File: config.mk
export PLATFORM = sky130hd
export DESIGN_NAME = icache_sram
export DESIGN_NICKNAME = d
export VERILOG_FILES = /design/src/verilog/icache_sram.sv
export VERILOG_INCLUDE_DIRS = /design/src /design/src/include
export SDC_FILE = /design/constraint.sdc
export NUM_CORES = 1
export LEC_CHECK = 0
export BUFFER_PORTS_ARGS = -buffer_cell sky130_fd_sc_hd__buf_2
export CORE_MARGIN = 2
export CORE_UTILIZATION = 36
export CTS_CLUSTER_SIZE = 8
export DETAILED_ROUTE_END_ITERATION = 10
export GPL_TIMING_DRIVEN = 0
export PLACE_DENSITY = 0.53
export SLEW_MARGIN = 25
export SYNTH_ARGS = -nofsm -noshare
export SYNTH_HDL_FRONTEND = slang
export SYNTH_SLANG_ARGS = --single-unit
File: constraint.sdc
create_clock -name i_clk -period 3.35 [get_ports i_clk]
set_input_delay 0.5025 -clock i_clk [delete_from_list [all_inputs] [get_ports i_clk]]
set_output_delay 0.5025 -clock i_clk [all_outputs]
set_load 0.05 [all_outputs]
File: src/include/icache_settings.svh
// cache geometry and address field widths, included by the package and by every RTL file
`ifndef ICACHE_SETTINGS_SVH
`define ICACHE_SETTINGS_SVH

// ------------------------------------------------------------
// base geometry
// ------------------------------------------------------------
`define ICACHE_ADDR_W     32
`define ICACHE_WORD_W     64
`define ICACHE_LINE_WORDS 4
`define ICACHE_SETS       64

// fixed at two, the victim choice only knows two ways
`define ICACHE_WAYS       2

// ------------------------------------------------------------
// derived widths
// ------------------------------------------------------------
`define ICACHE_BEAT_W     ($clog2(`ICACHE_LINE_WORDS))
`define ICACHE_OFFSET_W   ($clog2(`ICACHE_LINE_WORDS * `ICACHE_WORD_W / 8))
`define ICACHE_INDEX_W    ($clog2(`ICACHE_SETS))
`define ICACHE_TAG_W      (`ICACHE_ADDR_W - `ICACHE_INDEX_W - `ICACHE_OFFSET_W)

`endif

File: src/verilog/icache_sram.sv
// behavioural single-port array with registered read, one entry per set, for tags and lines
`timescale 1ns/1ps
`include "icache_settings.svh"

module icache_sram #(
  parameter type entry_t = logic,
  parameter int  SETS    = `ICACHE_SETS
) (
  input  logic                    i_clk,
  input  logic                    i_rst,
  input  logic                    i_en,
  input  logic                    i_we,
  input  logic [$clog2(SETS)-1:0] i_index,
  input  entry_t                  i_wdata,
  output entry_t                  o_rdata
);

  entry_t mem [SETS];

  always_ff @(posedge i_clk) begin
    if (i_rst) begin
      for (int s = 0; s < SETS; s++) begin
        mem[s] <= '0;                     // clears valid in the tag arrays
      end
      o_rdata <= '0;
    end else if (i_en) begin
      if (i_we) begin
        mem[i_index] <= i_wdata;
        o_rdata      <= i_wdata;          // held read follows the write
      end else begin
        o_rdata <= mem[i_index];          // data out one cycle later
      end
    end
  end

  // enables are composed in the top level from read and refill strobes
  a_we_needs_en: assert property (
    @(posedge i_clk) disable iff (i_rst)
    i_we |-> i_en
  ) else $error("array write without enable");

endmodule

==> results of run 1 <==
==> through the flow <==
step                area (µm²)  cells
floorplan                 3650    345
global placement          3860    485
detailed placement        3860    485
CTS                       4070    501
global route              4070    501
finish                    4070    501
==> synth_stat cells (3+ instances only) <==
library cell / instances
a21o_1: 54
nand3_1: 10
a221oi_1: 5
nand2_1: 23
a22oi_1: 4
o21bai_1: 10
a22o_1: 3
clkbuf_1: 18
mux4_2: 3
o22ai_1: 3
mux2i_1: 11
and3_1: 8
o21ai_0: 3
nor3_1: 4
nor2_1: 72
edfxtp_1: 64
a21oi_1: 3
buf_2: 9
buf_6: 3
inv_1: 4
==> registers in the layout, indices dropped and copies added (netlist names) <==
register,count
mem,64
o_rdata,1
==> layer usage <==
metal  GRT usage [%]  wire [µm]  vias to the layer above
met2            32.5       5150                      135
met3            3.87        936                       23
li1                -          -                     1297
met1            30.0       4780                     1436
met5               0          0                        -
met4            9.05        339                        0
==> power by group through the flow <==
stage,combinational (mW),clock (mW),sequential (mW)
global route,0.225,0.775,0.947
CTS,0.206,0.747,0.943
finish,0.209,0.733,0.943
global placement,0.204,0,0.960
detailed placement,0.205,0,0.962
floorplan,0.143,0,0.961
==> worst reg2reg max path: stages (launching register included) <==
cell,delay [ns]
edfxtp_1,0.37
and3_1,0.19
a31o_2,0.22
a221oi_1,0.31
a21oi_1,0.11
a211oi_1,0.41
a211oi_1,0.15
==> worst min-delay path by stage <==
| stage | slack (ns) | from | to | depth (start not counted) |
|---|---|---|---|---|
| after floorplan | 0.74 | i_en | o_rdata | 2 |
| after global placement | 0.60 | o_rdata | o_rdata | 2 |
| after detailed placement | 0.60 | o_rdata | o_rdata | 2 |
| after CTS | 0.52 | i_en | o_rdata | 3 |
| after global routing | 0.56 | i_en | o_rdata | 3 |
| final | 0.54 | i_en | o_rdata | 3 |
==> layout make-up <==
type	count	area (µm²)	share of cell area (%)
Sequential cell	65	1940	47.7
Multi-Input combinational cell	244	1550	38.0
Inverter	5	18.8	0.461
Clock buffer	9	124	3.04
Clock inverter	7	85.1	2.09
Buffer	31	154	3.78
Timing Repair Buffer	7	35.0	0.861
Tap cell	133	166	4.09
==> logic make-up (layout without fill, tap and decap cells) <==
kind of cell           count (synthesis)  count (layout)  synth area share, %
AOI/OAI and AO/OA                     94              94                 19.2
buffers and inverters                 36              59                 4.72
DFF                                   65              65                 53.1
muxes                                 16              16                 5.89
and+or+nand+nor                      134             134                 17.0
==> results.sh, run 1 <==
export IMPL_cp_common_cell="buf_2"
export IMPL_numCtsBuffers=9
export IMPL_wl_um=11200
export IMPL_period_share_pct=72.8
export IMPL_fillers=1003
export IMPL_dieArea_mm2=0.0110
export IMPL_synth_main_ff_cell="edfxtp_1"
export IMPL_rsz0062_at_grt="no"
export IMPL_avgSynthCellArea_um2=10.6
export IMPL_report_final_slew_viol_count=0
export IMPL_yosys_area_top_type="edfxtp_1"
export IMPL_routed_via_count=2891
export IMPL_start_util_pct=37.2
export IMPL_cp_max_fo=10
export IMPL_die_h_um=105
export IMPL_worst_slew_pin_slew_ns=0.863
export IMPL_period_minus_slack_ns=2.44
export IMPL_clock_latency_ns=0.35
export IMPL_ys_seq_area_share_pct=53.1
export IMPL_maxSlewHeadroom_pct=42.2
export IMPL_synth_edf_count=64
export IMPL_maxCapViolCount=0
export IMPL_grt_pass1_vias=2810
export IMPL_internal_power_mw=1.42
export IMPL_detail_route_wl_per_cell_um=22.4
export IMPL_cts_resized=0
export IMPL_clock_skew_final_ns=0.00341
export IMPL_crit_family="buffers and inverters"
export IMPL_synth_nets=356
export IMPL_fin_tns_setup_ns=0
export IMPL_synth_top_area_share_pct=52.6
export IMPL_r2r_cells=6
export IMPL_p_seq_share_pct=50.0
export IMPL_syn_inst=345
export IMPL_clockRootBuffer="clkbuf_8"
export IMPL_ant_nets=0
export IMPL_fmax_mhz=410
export IMPL_fin_total_pwr_mw=1.89
export IMPL_status="complete, no violations"
export IMPL_drc=0
export IMPL_cp_endpoint="mem[15]"
export IMPL_r2r_start="mem[35]"
export IMPL_htree_num_levels=3
export IMPL_overflow=0
export IMPL_rrSetupSlack_ns=1.45
export IMPL_clockBufferDepth=2
export IMPL_p_per_area_mw_per_mm2=463
export IMPL_final_util_pct=41.5
export IMPL_crit_cells=7
export IMPL_grt_max_degree=12
export IMPL_io_pins=12
export IMPL_setup_violations=0
export IMPL_final_cell_mix="nor2_1, edfxtp_1, a21o_1"
export IMPL_comb_power_share_pct=11.1
export IMPL_max_vdd_ir_drop_uv=167
export IMPL_row_count=36
export IMPL_path_class="input port to register"
export IMPL_ys_warn_count=0
export IMPL_leakage_nw=1.59
export IMPL_crit_start="i_index[1]"
export IMPL_dp_hpwl_um=7230
export IMPL_arrival_ns=2.51
export IMPL_cts_tree="done"
export IMPL_drive_above_1_share_pct=12.8
export IMPL_drt_pass1_iterations=5
export IMPL_clkPwrFrac_pct=38.9
export IMPL_hold_ws_ns=0.541
export IMPL_async_flop_share_pct=0
export IMPL_dp_slack_ns=0.573
export IMPL_synth_top_cells_by_area="edfxtp_1, a21o_1, nor2_1"
export IMPL_layout_commonest_cell="nor2_1"
export IMPL_start_kind="input port"
export IMPL_crit_chain="buf_2, buf_2, buf_2, buf_2, nand2_1, nor2_1, a21o_1"
export IMPL_ys_types=44
export IMPL_timing_rr_end="o_rdata"
export IMPL_diodes=0
export IMPL_die_width_um=105
export IMPL_track_usage_pct=21.4
export IMPL_cts_sinks=65
export IMPL_drtIter0Drc=191
export IMPL_clk_pin_slew_ns=0.07
export IMPL_core_area_mm2=0.00982
export IMPL_hold_violations=0
export IMPL_antenna_found_initial=0
export IMPL_cp_end_kind="register"
export IMPL_netSwitchingPower_mw=0.465
export IMPL_hold_path_class="input port to register"
export IMPL_gp_congestion=0.856
export IMPL_post_drt_via_cell_ratio=5.77
export IMPL_max_stage_delay_ns=0.68
export IMPL_fin_nets=374
export IMPL_ys_seq_elements=65
export IMPL_p_sw_share_pct=24.7
export IMPL_worst_path_buf_inv=4
export IMPL_syn_to_final_growth_pct=11.4
export IMPL_worst_slack_ns=0.911
export IMPL_post_cts_buffers=0
export IMPL_cp_required_ns=3.42
export IMPL_critPathSlowestCell="nor2_1"
export IMPL_cts_hold_buf=0
export IMPL_grt_pass1_wl_um=17300
export IMPL_mappedNetlistArea_mm2=0.00365
export IMPL_port_buffers=7
Power figures use the tool's default switching activity.
==> run 2: changes to the inputs <==
--- a/config.mk
+++ b/config.mk
@@ -6,13 +6,14 @@
 export SDC_FILE = /design/constraint.sdc
 export NUM_CORES = 1
 export LEC_CHECK = 0
+export ABC_AREA = 1
 export BUFFER_PORTS_ARGS = -buffer_cell sky130_fd_sc_hd__buf_2
 export CORE_MARGIN = 2
 export CORE_UTILIZATION = 36
 export CTS_CLUSTER_SIZE = 8
 export DETAILED_ROUTE_END_ITERATION = 10
 export GPL_TIMING_DRIVEN = 0
-export PLACE_DENSITY = 0.53
+export PLACE_DENSITY = 0.55
 export SLEW_MARGIN = 25
 export SYNTH_ARGS = -nofsm -noshare
 export SYNTH_HDL_FRONTEND = slang
==> constraint.sdc (replaced) <==
create_clock -name i_clk -period 2.1 [get_ports i_clk]
set_input_delay 0.315 -clock i_clk [delete_from_list [all_inputs] [get_ports i_clk]]
set_output_delay 0.315 -clock i_clk [all_outputs]
set_load 0.05 [all_outputs]
==> run 2 against run 1 <==
Critical endpoint is now mem[3]. Highest routed layer unchanged. Register-to-register slack got worse by 0.81 ns. Total power up 54%. Non-clock buffer count decreased by 3. Worst setup slack got worse by 0.60 ns. Final area grew 4.4%.
==> results.sh, run 2 <==
export IMPL_ys_seq_area_share_pct=50.3
export IMPL_cts_tree="done"
export IMPL_largest_reg_flops=64
export IMPL_synth_main_ff_cell="edfxtp_1"
export IMPL_r2r_cells=9
export IMPL_timing_rr_end="o_rdata"
export IMPL_placed_cell_area_mm2=0.00406
export IMPL_syn_inst=501
export IMPL_rrSetupSlack_ns=0.64
export IMPL_maxSlewHeadroom_pct=43.7
export IMPL_fin_total_pwr_mw=2.91
export IMPL_synth_nets=512
export IMPL_dp_cells=644
export IMPL_p_per_area_mw_per_mm2=684
export IMPL_hold_violations=0
export IMPL_mappedNetlistArea_mm2=0.00386
export IMPL_worst_slew_pin_slew_ns=0.838
export IMPL_maxCapViolCount=0
export IMPL_largest_register="mem"
export IMPL_grt_max_degree=12
export IMPL_dp_hpwl_um=7100
export IMPL_leakage_nw=1.85
export IMPL_antenna_found_initial=0
export IMPL_met1_usage_pct=28.3
export IMPL_io_pins=12
export IMPL_port_buffers=7
export IMPL_gr_max_usage_layer="met2"
export IMPL_ant_nets=0
export IMPL_rsz0062_at_grt="no"
export IMPL_cp_common_cell="nand2_1"
export IMPL_hold_path_class="input port to register"
export IMPL_largest_registers="mem (64), o_rdata (1)"
export IMPL_synthXorXnorAreaFrac_pct=0
export IMPL_clockRootBuffer="clkbuf_8"
export IMPL_syn_to_final_growth_pct=10.1
export IMPL_clock_latency_ns=0.35
export IMPL_period_share_pct=85.2
export IMPL_max_vdd_ir_drop_uv=251
export IMPL_critPathSlowestCell="nor2_1"
export IMPL_synth_most_common_cell="nand2_1"
export IMPL_fmax_mhz=559
export IMPL_cp_required_ns=2.15
export IMPL_status="complete, no violations"
export IMPL_fin_nets=530
export IMPL_start_kind="input port"
export IMPL_cp_max_fo=10
export IMPL_ys_warn_count=0
export IMPL_drt_pass1_iterations=5
export IMPL_netSwitchingPower_mw=0.784
export IMPL_synth_fa_ha_area_share_pct=0
export IMPL_layout_commonest_cell="nand2_1"
export IMPL_arrival_ns=1.84
export IMPL_clockBufferDepth=2
export IMPL_final_util_pct=41.0
export IMPL_internal_power_mw=2.12
export IMPL_cts_hold_buf=0
export IMPL_synth_compound_area_share_pct=2.59
export IMPL_fin_tns_setup_ns=0
export IMPL_fin_cells=660
export IMPL_max_stage_delay_ns=0.57
export IMPL_htree_num_levels=3
export IMPL_fillers=1099
export IMPL_ys_types=26
export IMPL_ys_seq_elements=65
export IMPL_routed_via_count=3325
export IMPL_die_width_um=108
export IMPL_synth_top_cells_by_area="edfxtp_1, nand2_1, nor2_1"
export IMPL_wl_um=10600
export IMPL_report_final_slew_viol_count=0
export IMPL_synth_mux_area_share_pct=0
export IMPL_drtIter0Drc=261
export IMPL_grt_pass1_vias=3033
export IMPL_clock_skew_final_ns=0.00889
export IMPL_met2_usage_pct=29.9
export IMPL_design_area_mm2=0.00425
export IMPL_cts_resized=0
export IMPL_overflow=0
export IMPL_yosys_area_share_simple_pct=38.7
export IMPL_avgSynthCellArea_um2=7.70
export IMPL_synth_edf_count=64
export IMPL_post_drt_via_cell_ratio=5.04
export IMPL_setup_violations=0
export IMPL_gp_congestion=0.879
export IMPL_grt_pass1_wl_um=16600
export IMPL_drive_above_1_share_pct=11.1
export IMPL_use_met3_pct=2.66
export IMPL_drc=0
export IMPL_crit_start="i_index[2]"
export IMPL_r2r_start="mem[42]"
export IMPL_synth_top_family_by_area="simple AND/OR/NAND/NOR gates"
export IMPL_cp_end_kind="register"
export IMPL_final_cell_mix="nand2_1, nor2_1, edfxtp_1"
export IMPL_detail_route_wl_per_cell_um=16.1
export IMPL_path_class="input port to register"
export IMPL_start_util_pct=37.2
export IMPL_numCtsBuffers=9
export IMPL_cts_sinks=65
export IMPL_yosys_area_top_type="edfxtp_1"
export IMPL_dp_slack_ns=-0.0251
export IMPL_diodes=0
export IMPL_period_minus_slack_ns=1.79
export IMPL_row_count=37
export IMPL_async_flop_share_pct=0
export IMPL_p_seq_share_pct=51.7
export IMPL_comb_power_share_pct=12.0
export IMPL_p_sw_share_pct=27.0
export IMPL_core_area_mm2=0.0104
export IMPL_clkPwrFrac_pct=36.3
export IMPL_die_h_um=108
export IMPL_track_usage_pct=19.7
export IMPL_hold_ws_ns=0.139
export IMPL_post_cts_buffers=0
export IMPL_cp_endpoint="mem[3]"
export IMPL_crit_chain="buf_2, buf_4, nor2_2, nand2_1, nor2_1, nand2_1, nand2_1"
export IMPL_synth_top_area_share_pct=49.8
export IMPL_synthTopCellsByCount="nand2_1, nor2_1, edfxtp_1"
export IMPL_clk_pin_slew_ns=0.07
export IMPL_worst_slack_ns=0.311
export IMPL_dieArea_mm2=0.0116
[run 2: cell count changes after synthesis, sizes merged, moves of 9 or more]
cell    previous run  this run
inv                4        42
mux2i             11         0
nand2             23       239
o21ai              3        12
o21bai            10         0
a21o              54         0
[run 2: power by group through the flow]
stage          Combinational [mW]  Sequential, mW  Clock, mW
2_1_floorplan               0.241            1.53          0
3_3_place_gp                0.343            1.53          0
3_5_place_dp                0.348            1.53          0
4_1_cts                     0.349            1.50       1.06
5_1_grt                     0.391            1.51       1.11
6_report                    0.349            1.50       1.06
[run 2: cells by family (layout without fill, tap and decap cells)]
kind of cell           after synthesis  after routing
buffers and inverters               70             93
AND/OR/NAND/NOR                    348            348
flip-flops                          65             65
AO/OA/AOI/OAI                       18             18
[run 2: metal layers]
layer	wire [µm]	vias up
met1	4850	1571
met4	212	0
li1	-	1611
met3	723	16
met2	4820	127
met5	0	-
[run 2: worst max-delay path: cells and delay by family]
kind | cells | cell delay, ns
and+or+nand+nor | 5 | 1.22
buffers and inverters | 2 | 0.30
[run 2: layout make-up]
cell class              count  area (µm²)  share of cell area (%)
plain buffers              28         161                    3.80
clock buffers              10         128                    3.00
clock inverters             6        58.8                    1.38
inverters                  42         160                    3.77
multi-input cells         366        1600                    37.5
flip-flops and latches     65        1940                    45.7
well taps                 136         170                    4.00
repair buffers              7        35.0                   0.824
[run 2: worst min path at each step]
| stage | startpoint | endpoint | slack (ns) | cells past startpoint |
|---|---|---|---|---|
| global route | i_rst | o_rdata | 0.15 | 2 |
| detailed placement | o_rdata | o_rdata | 0.46 | 2 |
| finish | i_rst | o_rdata | 0.14 | 2 |
| global placement | o_rdata | o_rdata | 0.45 | 2 |
| floorplan | i_rst | o_rdata | 0.38 | 1 |
| CTS | i_rst | o_rdata | 0.13 | 2 |
==> run 3: changes to the inputs <==
--- a/config.mk
+++ b/config.mk
@@ -7,14 +7,14 @@
 export NUM_CORES = 1
 export LEC_CHECK = 0
 export ABC_AREA = 1
-export BUFFER_PORTS_ARGS = -buffer_cell sky130_fd_sc_hd__buf_2
 export CORE_MARGIN = 2
 export CORE_UTILIZATION = 36
 export CTS_CLUSTER_SIZE = 8
 export DETAILED_ROUTE_END_ITERATION = 10
+export DONT_BUFFER_PORTS = 1
 export GPL_TIMING_DRIVEN = 0
-export PLACE_DENSITY = 0.55
-export SLEW_MARGIN = 25
+export PLACE_DENSITY = 0.54
+export SLEW_MARGIN = 20
 export SYNTH_ARGS = -nofsm -noshare
 export SYNTH_HDL_FRONTEND = slang
 export SYNTH_SLANG_ARGS = --single-unit
==> run 3 against run 2 <==
Fmax grew 3.5%. First-iteration DRC count fell by 1.9%. Clock power decreased by 11%. Sequential power about the same. Cell count shrank 1.1%. Register-to-register slack better by 0.04 ns. Die area stayed put. Sequential cell count unchanged. Critical endpoint is now mem[43]. Highest routed layer unchanged.
==> results.sh, run 3 (synthesized netlist as in run 2, its figures left out) <==
export IMPL_track_usage_pct=19.6
export IMPL_period_minus_slack_ns=1.73
export IMPL_cts_hold_buf=0
export IMPL_detail_route_wl_per_cell_um=15.9
export IMPL_cp_max_fo=10
export IMPL_wl_um=10400
export IMPL_dp_cells=637
export IMPL_clockBufferDepth=2
export IMPL_overflow=0
export IMPL_comb_power_share_pct=12.0
export IMPL_grt_pass1_wl_um=16600
export IMPL_drc=0
export IMPL_post_cts_buffers=0
export IMPL_largest_registers="mem (64), o_rdata (1)"
export IMPL_rsz0062_at_grt="no"
export IMPL_maxCapViolCount=0
export IMPL_worst_slew_pin_slew_ns=0.782
export IMPL_whs_path_depth=1
export IMPL_crit_chain="buf_2, inv_2, nor2_2, nand2_1, nor2_1, nand2_1, nand2_1"
export IMPL_row_count=37
export IMPL_clk_pin_slew_ns=0.08
export IMPL_post_drt_via_cell_ratio=4.93
export IMPL_cp_required_ns=2.16
export IMPL_report_final_slew_viol_count=0
export IMPL_worst_path_buf_inv=2
export IMPL_r2r_start="mem[42]"
export IMPL_largest_reg_flops=64
export IMPL_maxSlewHeadroom_pct=47.6
export IMPL_drt_pass1_iterations=5
export IMPL_clkPwrFrac_pct=33.8
export IMPL_internal_power_mw=2.04
export IMPL_die_width_um=108
export IMPL_timing_rr_end="o_rdata"
export IMPL_drtIter0Drc=256
export IMPL_drive_above_1_share_pct=9.28
export IMPL_p_seq_share_pct=54.2
export IMPL_core_area_mm2=0.0104
export IMPL_r2r_cells=9
export IMPL_hp_start="i_rst"
export IMPL_p_sw_share_pct=26.7
export IMPL_design_area_mm2=0.00419
export IMPL_clock_skew_final_ns=0.0144
export IMPL_setup_violations=0
export IMPL_start_kind="input port"
export IMPL_final_util_pct=40.4
export IMPL_grt_max_degree=11
export IMPL_clockRootBuffer="clkbuf_8"
export IMPL_io_pins=12
export IMPL_grt_pass1_vias=3025
export IMPL_hold_path_end="o_rdata"
export IMPL_fin_nets=523
export IMPL_dieArea_mm2=0.0116
export IMPL_numCtsBuffers=9
export IMPL_fin_tns_setup_ns=0
export IMPL_path_class="input port to register"
export IMPL_max_stage_delay_ns=0.48
export IMPL_status="complete, no violations"
export IMPL_antenna_found_initial=0
export IMPL_crit_family="simple AND/OR/NAND/NOR gates"
export IMPL_fin_cells=653
export IMPL_htree_num_levels=3
export IMPL_leakage_nw=1.82
export IMPL_final_cell_mix="nand2_1, nor2_1, edfxtp_1"
export IMPL_die_h_um=108
export IMPL_cp_common_cell="nand2_1"
export IMPL_diodes=0
export IMPL_cts_sinks=65
export IMPL_start_util_pct=37.2
export IMPL_dp_hpwl_um=7000
export IMPL_arrival_ns=1.79
export IMPL_netSwitchingPower_mw=0.745
export IMPL_cts_tree="done"
export IMPL_ant_nets=0
export IMPL_cts_resized=0
export IMPL_hold_violations=0
export IMPL_max_vdd_ir_drop_uv=276
export IMPL_rrSetupSlack_ns=0.68
export IMPL_fillers=1123
export IMPL_hold_path_class="input port to register"
export IMPL_layout_commonest_cell="nand2_1"
export IMPL_largest_register="mem"
export IMPL_routed_via_count=3221
export IMPL_gp_congestion=0.865
export IMPL_port_buffers=0
export IMPL_period_share_pct=82.3
export IMPL_p_per_area_mw_per_mm2=665
export IMPL_clock_latency_ns=0.35
export IMPL_critPathSlowestCell="nor2_1"
export IMPL_cp_end_kind="register"
export IMPL_placed_cell_area_mm2=0.00403
export IMPL_fmax_mhz=578
export IMPL_syn_to_final_growth_pct=8.59
[run 3: metal layers]
layer	vias up	global-route usage [%]	share of wire [%]
met5	-	0	0
met4	0	7.05	1.8
met3	15	4.54	6.8
met2	105	30.1	45
met1	1509	27.0	46
li1	1592	-	-
[run 3: power by group through the flow]
stage | clock (mW) | combinational [mW] | sequential, mW
CTS | 0.958 | 0.335 | 1.51
floorplan | 0 | 0.241 | 1.53
detailed placement | 0 | 0.334 | 1.54
global route | 1.01 | 0.374 | 1.52
finish | 0.941 | 0.334 | 1.51
global placement | 0 | 0.332 | 1.54
[run 3: cell type report]
type | count | area [µm²] | share of cell area, %
buffer | 28 | 161 | 3.85
clock buffer | 15 | 156 | 3.73
clock inverter | 1 | 5.00 | 0.119
inverter | 42 | 160 | 3.82
multi-input combinational | 366 | 1600 | 38.1
sequential | 65 | 1940 | 46.3
tap | 136 | 170 | 4.06
[run 3: how the worst max path moves through the flow]
stage / startpoint / end / cells after the start
floorplan: i_index[0] / mem[12] / 5
global placement: i_index[1] / mem[19] / 7
detailed placement: i_index[1] / mem[43] / 7
CTS: i_index[1] / mem[43] / 7
global route: i_index[1] / mem[19] / 7
finish: i_index[1] / mem[43] / 7
[run 3: through the flow]
step | hold WS [ns] | total power [mW] | setup WS (ns)
after floorplan | 0.384 | 1.77 | 0.587
after global placement | 0.387 | 1.87 | -0.00618
after detailed placement | 0.386 | 1.87 | -0.0265
after CTS | 0.0114 | 2.80 | 0.348
after global routing | 0.00665 | 2.90 | 0.213
final | 0.0197 | 2.79 | 0.371
